**src/logic/model_buffer_settings.svh**
```systemverilog
`ifndef MODEL_BUFFER_SETTINGS_SVH
`define MODEL_BUFFER_SETTINGS_SVH

// Registry slots, one per model number
`define MB_MODEL_COUNT 8

// Shared memory depth in triangles
`define MB_TRIANGLE_COUNT 256

// Bits per coordinate
`define MB_COORD_WIDTH 16

`endif

```
**src/logic/model_buffer_pkg.sv**
```systemverilog
`default_nettype none

`include "model_buffer_settings.svh"

package model_buffer_pkg;

    typedef logic [$clog2(`MB_MODEL_COUNT)-1:0] model_idx_t;

    // Address into the shared memory, also used for an index inside a model
    typedef logic [$clog2(`MB_TRIANGLE_COUNT)-1:0] tri_idx_t;

    // One bit wider so a completely full memory can be counted
    typedef logic [$clog2(`MB_TRIANGLE_COUNT):0] tri_count_t;

    typedef struct packed {
        logic [`MB_COORD_WIDTH-1:0] x;
        logic [`MB_COORD_WIDTH-1:0] y;
        logic [`MB_COORD_WIDTH-1:0] z;
    } vertex_t;

    // Element 0 is the leftmost, so vertex 0 lands in the high bits
    typedef vertex_t [0:2] triangle_t;

    typedef enum logic [1:0] {
        MODEL_EMPTY   = 2'b00,
        MODEL_WRITING = 2'b01,
        MODEL_WRITTEN = 2'b10
    } model_state_e;

    typedef struct packed {
        tri_idx_t     start;   // First address of the model
        tri_count_t   size;    // Triangles stored so far
        model_state_e state;
    } registry_entry_t;

endpackage

`default_nettype wire

```
**src/logic/model_buffer_ifs.sv**
```systemverilog
`default_nettype none

// Registry to one vertex bank; write port, read port and read data
interface bank_if;

    logic                       we;
    model_buffer_pkg::tri_idx_t waddr;
    model_buffer_pkg::vertex_t  wdata;
    logic                       re;
    model_buffer_pkg::tri_idx_t raddr;
    model_buffer_pkg::vertex_t  rdata;   // Registered, holds while re is low

    modport feeder (
        output we, waddr, wdata,
        output re, raddr
    );

    modport bank (
        input  we, waddr, wdata,
        input  re, raddr,
        output rdata
    );

endinterface

// Registry to output stage, describes the request accepted this cycle
interface lookup_if;

    logic                         accept;
    logic                         hit;     // Index below model size
    logic                         last;    // Index is the final one of the model
    model_buffer_pkg::model_idx_t model;
    model_buffer_pkg::tri_idx_t   index;
    logic                         can_take;

    modport source (
        output accept, hit, last, model, index,
        input  can_take
    );

    modport sink (
        input  accept, hit, last, model, index,
        output can_take
    );

endinterface

`default_nettype wire

```
**src/logic/model_registry.sv**
```systemverilog
`default_nettype none

`include "model_buffer_settings.svh"

module model_registry (
    input  wire logic                        clk,
    input  wire logic                        rstn,

    input  wire logic                        write_valid,
    input  wire model_buffer_pkg::model_idx_t write_model,
    input  wire model_buffer_pkg::triangle_t  write_triangle,

    input  wire logic                        read_valid,
    input  wire model_buffer_pkg::model_idx_t read_model,
    input  wire model_buffer_pkg::tri_idx_t   read_index,

    bank_if.feeder                           bank0,
    bank_if.feeder                           bank1,
    bank_if.feeder                           bank2,

    lookup_if.source                         lookup
);

    model_buffer_pkg::registry_entry_t reg_table_q [`MB_MODEL_COUNT];

    model_buffer_pkg::tri_count_t next_free_q;   // Memory is filled from address 0 upward
    model_buffer_pkg::model_idx_t prev_model_q;
    logic                         prev_seen_q;   // No model written yet after reset
    model_buffer_pkg::tri_count_t run_idx_q;     // Triangles written to prev_model_q

    model_buffer_pkg::registry_entry_t wr_entry;
    model_buffer_pkg::registry_entry_t rd_entry;
    logic                              wr_claim;
    logic                              wr_append;
    logic                              mem_full;
    logic                              wr_accept;
    logic                              model_change;
    model_buffer_pkg::tri_count_t      wr_offset;
    model_buffer_pkg::tri_count_t      wr_addr_full;
    model_buffer_pkg::tri_idx_t        rd_addr;

    // Write decode
    always_comb begin
        wr_entry  = reg_table_q[write_model];
        wr_claim  = wr_entry.state == model_buffer_pkg::MODEL_EMPTY;
        wr_append = wr_entry.state == model_buffer_pkg::MODEL_WRITING;
        mem_full  = next_free_q == model_buffer_pkg::tri_count_t'(`MB_TRIANGLE_COUNT);
        // Sealed models and a full memory swallow the write
        wr_accept = write_valid && (wr_claim || wr_append) && !mem_full;
        wr_offset = wr_claim ? '0 : run_idx_q;
        if (wr_claim) begin
            wr_addr_full = next_free_q;
        end else begin
            wr_addr_full = model_buffer_pkg::tri_count_t'(wr_entry.start) + run_idx_q;
        end
        model_change = prev_seen_q && (write_model != prev_model_q);
    end

    // Read decode
    always_comb begin
        rd_entry = reg_table_q[read_model];
        rd_addr  = rd_entry.start + read_index;   // Wraps like the memory does
    end

    assign lookup.accept = read_valid && lookup.can_take;
    assign lookup.hit    = {1'b0, read_index} < rd_entry.size;
    assign lookup.last   = ({1'b0, read_index} + 1'b1) == rd_entry.size;
    assign lookup.model  = read_model;
    assign lookup.index  = read_index;

    // Same address and strobes on all banks, each takes its own vertex
    always_comb begin
        bank0.we    = wr_accept;
        bank0.waddr = model_buffer_pkg::tri_idx_t'(wr_addr_full);
        bank0.wdata = write_triangle[0];
        bank0.re    = lookup.accept && lookup.hit;   // Misses leave the banks idle
        bank0.raddr = rd_addr;

        bank1.we    = wr_accept;
        bank1.waddr = model_buffer_pkg::tri_idx_t'(wr_addr_full);
        bank1.wdata = write_triangle[1];
        bank1.re    = lookup.accept && lookup.hit;
        bank1.raddr = rd_addr;

        bank2.we    = wr_accept;
        bank2.waddr = model_buffer_pkg::tri_idx_t'(wr_addr_full);
        bank2.wdata = write_triangle[2];
        bank2.re    = lookup.accept && lookup.hit;
        bank2.raddr = rd_addr;
    end

    always_ff @(posedge clk or negedge rstn) begin
        if (!rstn) begin
            for (int i = 0; i < `MB_MODEL_COUNT; i++) begin
                reg_table_q[i] <= '{start: '0, size: '0, state: model_buffer_pkg::MODEL_EMPTY};
            end
            next_free_q  <= '0;
            prev_model_q <= '0;
            prev_seen_q  <= 1'b0;
            run_idx_q    <= '0;
        end else if (wr_accept) begin
            // Moving on to another model closes the previous one for good.
            // Dropped writes do not count as a move.
            if (model_change &&
                reg_table_q[prev_model_q].state == model_buffer_pkg::MODEL_WRITING) begin
                reg_table_q[prev_model_q].state <= model_buffer_pkg::MODEL_WRITTEN;
            end
            if (wr_claim) begin
                reg_table_q[write_model].start <= model_buffer_pkg::tri_idx_t'(next_free_q);
                reg_table_q[write_model].state <= model_buffer_pkg::MODEL_WRITING;
            end
            reg_table_q[write_model].size <= wr_offset + 1'b1;
            run_idx_q    <= wr_offset + 1'b1;
            next_free_q  <= next_free_q + 1'b1;
            prev_model_q <= write_model;
            prev_seen_q  <= 1'b1;
        end
    end

    // Appends must follow the model start and stay inside the memory
    wr_in_range: assert property (@(posedge clk) disable iff (!rstn)
        bank0.we |-> wr_addr_full < model_buffer_pkg::tri_count_t'(`MB_TRIANGLE_COUNT));

endmodule

`default_nettype wire

```
**src/flat_wrapper.sv**
```systemverilog
// flat-port wrapper written by rule: the top's interface ports become plain ports
module model_registry_flat 
  (clk, rstn, write_valid, write_model, write_triangle, read_valid, read_model, read_index, bank0_we, bank0_waddr, bank0_wdata, bank0_re, bank0_raddr, bank1_we, bank1_waddr, bank1_wdata, bank1_re, bank1_raddr, bank2_we, bank2_waddr, bank2_wdata, bank2_re, bank2_raddr, lookup_accept, lookup_hit, lookup_last, lookup_model, lookup_index, lookup_can_take);
  bank_if bank0_i ();
  bank_if bank1_i ();
  bank_if bank2_i ();
  lookup_if lookup_i ();
  input  wire logic clk;
  input  wire logic rstn;
  input  wire logic write_valid;
  input  wire model_buffer_pkg::model_idx_t write_model;
  input  wire model_buffer_pkg::triangle_t write_triangle;
  input  wire logic read_valid;
  input  wire model_buffer_pkg::model_idx_t read_model;
  input  wire model_buffer_pkg::tri_idx_t read_index;
  output wire logic [$bits(bank0_i.we)-1:0] bank0_we;
  output wire logic [$bits(bank0_i.waddr)-1:0] bank0_waddr;
  output wire logic [$bits(bank0_i.wdata)-1:0] bank0_wdata;
  output wire logic [$bits(bank0_i.re)-1:0] bank0_re;
  output wire logic [$bits(bank0_i.raddr)-1:0] bank0_raddr;
  output wire logic [$bits(bank1_i.we)-1:0] bank1_we;
  output wire logic [$bits(bank1_i.waddr)-1:0] bank1_waddr;
  output wire logic [$bits(bank1_i.wdata)-1:0] bank1_wdata;
  output wire logic [$bits(bank1_i.re)-1:0] bank1_re;
  output wire logic [$bits(bank1_i.raddr)-1:0] bank1_raddr;
  output wire logic [$bits(bank2_i.we)-1:0] bank2_we;
  output wire logic [$bits(bank2_i.waddr)-1:0] bank2_waddr;
  output wire logic [$bits(bank2_i.wdata)-1:0] bank2_wdata;
  output wire logic [$bits(bank2_i.re)-1:0] bank2_re;
  output wire logic [$bits(bank2_i.raddr)-1:0] bank2_raddr;
  output wire logic [$bits(lookup_i.accept)-1:0] lookup_accept;
  output wire logic [$bits(lookup_i.hit)-1:0] lookup_hit;
  output wire logic [$bits(lookup_i.last)-1:0] lookup_last;
  output wire logic [$bits(lookup_i.model)-1:0] lookup_model;
  output wire logic [$bits(lookup_i.index)-1:0] lookup_index;
  input wire logic [$bits(lookup_i.can_take)-1:0] lookup_can_take;
  assign bank0_we = bank0_i.we;
  assign bank0_waddr = bank0_i.waddr;
  assign bank0_wdata = bank0_i.wdata;
  assign bank0_re = bank0_i.re;
  assign bank0_raddr = bank0_i.raddr;
  assign bank1_we = bank1_i.we;
  assign bank1_waddr = bank1_i.waddr;
  assign bank1_wdata = bank1_i.wdata;
  assign bank1_re = bank1_i.re;
  assign bank1_raddr = bank1_i.raddr;
  assign bank2_we = bank2_i.we;
  assign bank2_waddr = bank2_i.waddr;
  assign bank2_wdata = bank2_i.wdata;
  assign bank2_re = bank2_i.re;
  assign bank2_raddr = bank2_i.raddr;
  assign lookup_accept = lookup_i.accept;
  assign lookup_hit = lookup_i.hit;
  assign lookup_last = lookup_i.last;
  assign lookup_model = lookup_i.model;
  assign lookup_index = lookup_i.index;
  assign lookup_i.can_take = lookup_can_take;
  model_registry u_core (.clk(clk), .rstn(rstn), .write_valid(write_valid), .write_model(write_model), .write_triangle(write_triangle), .read_valid(read_valid), .read_model(read_model), .read_index(read_index), .bank0(bank0_i), .bank1(bank1_i), .bank2(bank2_i), .lookup(lookup_i));
endmodule
```
**config.mk**
```make
export PLATFORM = sky130hd
export DESIGN_NAME = model_registry_flat
export DESIGN_NICKNAME = d
export VERILOG_FILES = /design/src/logic/model_buffer_pkg.sv /design/src/logic/model_buffer_ifs.sv /design/src/logic/model_registry.sv /design/src/flat_wrapper.sv
export VERILOG_INCLUDE_DIRS = /design/src /design/src/logic
export SDC_FILE = /design/constraint.sdc
export NUM_CORES = 1
export LEC_CHECK = 0
export BUFFER_PORTS_ARGS = -buffer_cell sky130_fd_sc_hd__buf_4
export CAP_MARGIN = 20
export CORE_UTILIZATION = 36
export CTS_CLUSTER_DIAMETER = 60
export DETAILED_ROUTE_END_ITERATION = 10
export PLACE_DENSITY_LB_ADDON = 0.08
export SYNTH_ARGS = -nofsm -noshare
export SYNTH_HDL_FRONTEND = slang
export SYNTH_SLANG_ARGS = --single-unit
```
**constraint.sdc**
```tcl
create_clock -name clk -period 17.86 [get_ports clk]
set_clock_uncertainty 0.2 [all_clocks]
set_input_delay 3.572 -clock clk [delete_from_list [all_inputs] [get_ports clk]]
set_output_delay 3.572 -clock clk [all_outputs]
set_load 0.1 [all_outputs]
```
==> results_dict.tcl <==
set metrics [dict create \
    clkTransAtPathRegs_ps 80 \
    ir_worst_vdd_mv 0.261 \
    synthArstFlopShare 1.00 \
    wirelength_um 38600 \
    ctsResizeCount 0 \
    grt_max_degree 101 \
    r2r-start "u_core.next_free_q[0]" \
    htree_levels 4 \
    min_from "u_core.reg_table_q[78]" \
    final_cells 1224 \
    ant_nets 0 \
    arrival_ps 7030 \
    drtIter0Drc 354 \
    status "complete, no violations" \
    synth.distinct_cells 54 \
    place_ws_ps 6970 \
    clk_path_buf_depth 2 \
    finalCriticalPeriod_ps 10800 \
    ff2ff_path_depth 10 \
    required_ps 14090 \
    crit_chain "buf_4, mux2i_1, nor2_1, a21oi_1, nor2_1, a221oi_1, inv_1, ha_1, a21o_1, a21oi_1, o21ai_0, o41ai_1, xnor2_1, o21ai_0, buf_4" \
    post-synth-top-count-cell "buf_4" \
    numPortBuffers 86 \
    die_w_um 177 \
    startpoint_type "input pin" \
    crit_fanout 30 \
    grt_pass1_vias 6971 \
    yosys-top-cells-area "dfrtp_1 (39%), buf_4 (13%), mux2_2 (12%), mux4_2 (10%), ha_1 (2.9%)" \
    hp-class "register to register" \
    finalWorstSetupSlack_ps 7060 \
    yosys_warnings 0 \
    place_inst 1191 \
    synth_flop_cell "dfrtp_1" \
    first_pass_iters 4 \
    gp_congestion 0.837 \
    synth.yosys.seq_area_share 0.395 \
    leakagePower_uw 0.00511 \
    syn-num-nets 1141 \
    core_um2 29900 \
    synth_edf_count 0 \
    yosys-top-cells-count "buf_4 (193), dfrtp_1 (174), mux2_2 (117)" \
    rrSetupSlack_ps 13520 \
    p_per_area_nw_per_um2 213 \
    totalPowerFinal_uw 2390 \
    synth_cells 950 \
    layout.nets 1012 \
    grt_pass1_wl_um 53900 \
    num_antenna_cells 0 \
    timing.setup.tns_ps 0 \
    die_h_um 177 \
    r2r-end "u_core.reg_table_q[56]" \
    finalCritPeriodShare 0.605 \
    hold_end "u_core.reg_table_q[78]" \
    io-pin-count 375 \
    cap_violations 0 \
    grt_antenna_before_repair 0 \
    synth.avg_cell_area_um2 11.6 \
    synth_top_cell_by_area "dfrtp_1" \
    cts_sinks 174 \
    grtUsageTotal 0.247 \
    via_per_inst 5.57 \
    cts_buffers 17 \
    max_slew.worst_pin.slew_ps 950 \
    clk_latency_ps 440 \
    ys_seq_elements 174 \
    crit_path_end_kind "output pin" \
    drc 0 \
    crit_cells 15 \
    area_growth_pct 1.70 \
    fmax_mhz 92.6 \
    cp_num_buf_inv 3 \
    grt_overflow_total 0 \
    postCtsSetupBuffers 0 \
    die_area_um2 31400 \
    cts_tree "done" \
    cp_top_family "compound AO/OA/AOI/OAI gates" \
    worstHoldPathCells 2 \
    cpPeakStageDelay_ps 390 \
    rsz0062_at_grt "no" \
    hold_slack_ps 291 \
    synth.cell_area_um2 11000 \
    drive_above_1_share 0.357 \
    max-slew-margin-rel 0.366 \
    cts_root_buffer "clkbuf_16" \
    postCtsHoldBufs 0 \
    dp_hpwl_um 29700 \
    cp_slowest_cell "o41ai_1" \
    initial_core_util 0.369 \
    hold_viol 0 \
    finalSetupViolations 0 \
    synth_top_area_frac 0.395 \
    criticalPathCategory "input pin to output pin" \
    rows 63 \
    timing.final.max_slew_violations 0 \
    vias 6820 \
    wl_per_cell_um 31.5 \
]
[how the worst max path moves through the flow]
stage	slack, ps	start	to
floorplan	4420	read_model[1]	bank1_re
global placement	7100	write_model[2]	bank0_waddr[7]
detailed placement	6970	write_model[1]	bank2_waddr[7]
CTS	6980	write_model[1]	bank2_waddr[7]
global route	6740	write_model[2]	bank1_waddr[7]
finish	7060	write_model[2]	bank2_waddr[7]
[routing by layer]
metal / track usage / vias to the layer above / routed length [um]
met5: 0.0192 / - / 80
met4: 0.0611 / 2 / 711
met3: 0.161 / 39 / 5730
met2: 0.392 / 391 / 18300
met1: 0.269 / 3486 / 13700
li1: - / 2902 / -
[cell type report]
class,instances,area (um^2)
clock buffer,18,439
sequential,174,4350
tap,390,488
multi-input combinational,527,5010
timing repair buffer,89,692
clock inverter,14,195
inverter,12,45.0
fill,2871,18700
[through the flow]
stage	instance area, um^2	util
after floorplan	11000	-
after global placement	10600	0.354
after detailed placement	10600	0.354
after CTS	11200	0.375
after global routing	11200	0.376
final	11200	0.376
[placed cells by master, fill, tap and decap left out, drive strengths merged, types with 7 or more instances in the layout]
master,count
nand2,49
inv,19
nand2b,10
nor2b,7
ha,26
mux4,50
mux2,145
o21ai,34
a21oi,18
xnor2,25
dfrtp,174
nand3,25
xor2,17
nor2,38
mux2i,16
buf,89
clkbuf,18
[report_power, final]
part	leakage, uW	switching [uW]	internal [uW]
registers	0.00229	119	503
logic	0.00252	1020	346
clock network	0.000304	185	219
[state kept, by name, summed over array words and instances, names as in the netlist]
signal	cells
u_core.reg_table_q	152
u_core.next_free_q	9
u_core.run_idx_q	9
u_core.prev_model_q	3
u_core.prev_seen_q	1
[kinds of logic (layout without fill, tap and decap cells)]
family / after synthesis / in the layout / synth area share
AO/OA/AOI/OAI: 87 / 87 / 0.0500
XOR/XNOR: 42 / 42 / 0.0333
adder cells (fa/ha/maj): 28 / 28 / 0.0331
buffers and inverters: 249 / 133 / 0.151
flip-flops: 174 / 174 / 0.395
multiplexers: 211 / 211 / 0.266
AND/OR/NAND/NOR: 159 / 159 / 0.0719
[tightest hold or removal path, cell delays in order, from the launching register on]
cell,delay [ps]
dfrtp_1,350
nand2_1,50
o21ai_0,60
No activity file was read; power rests on OpenSTA's default activity.
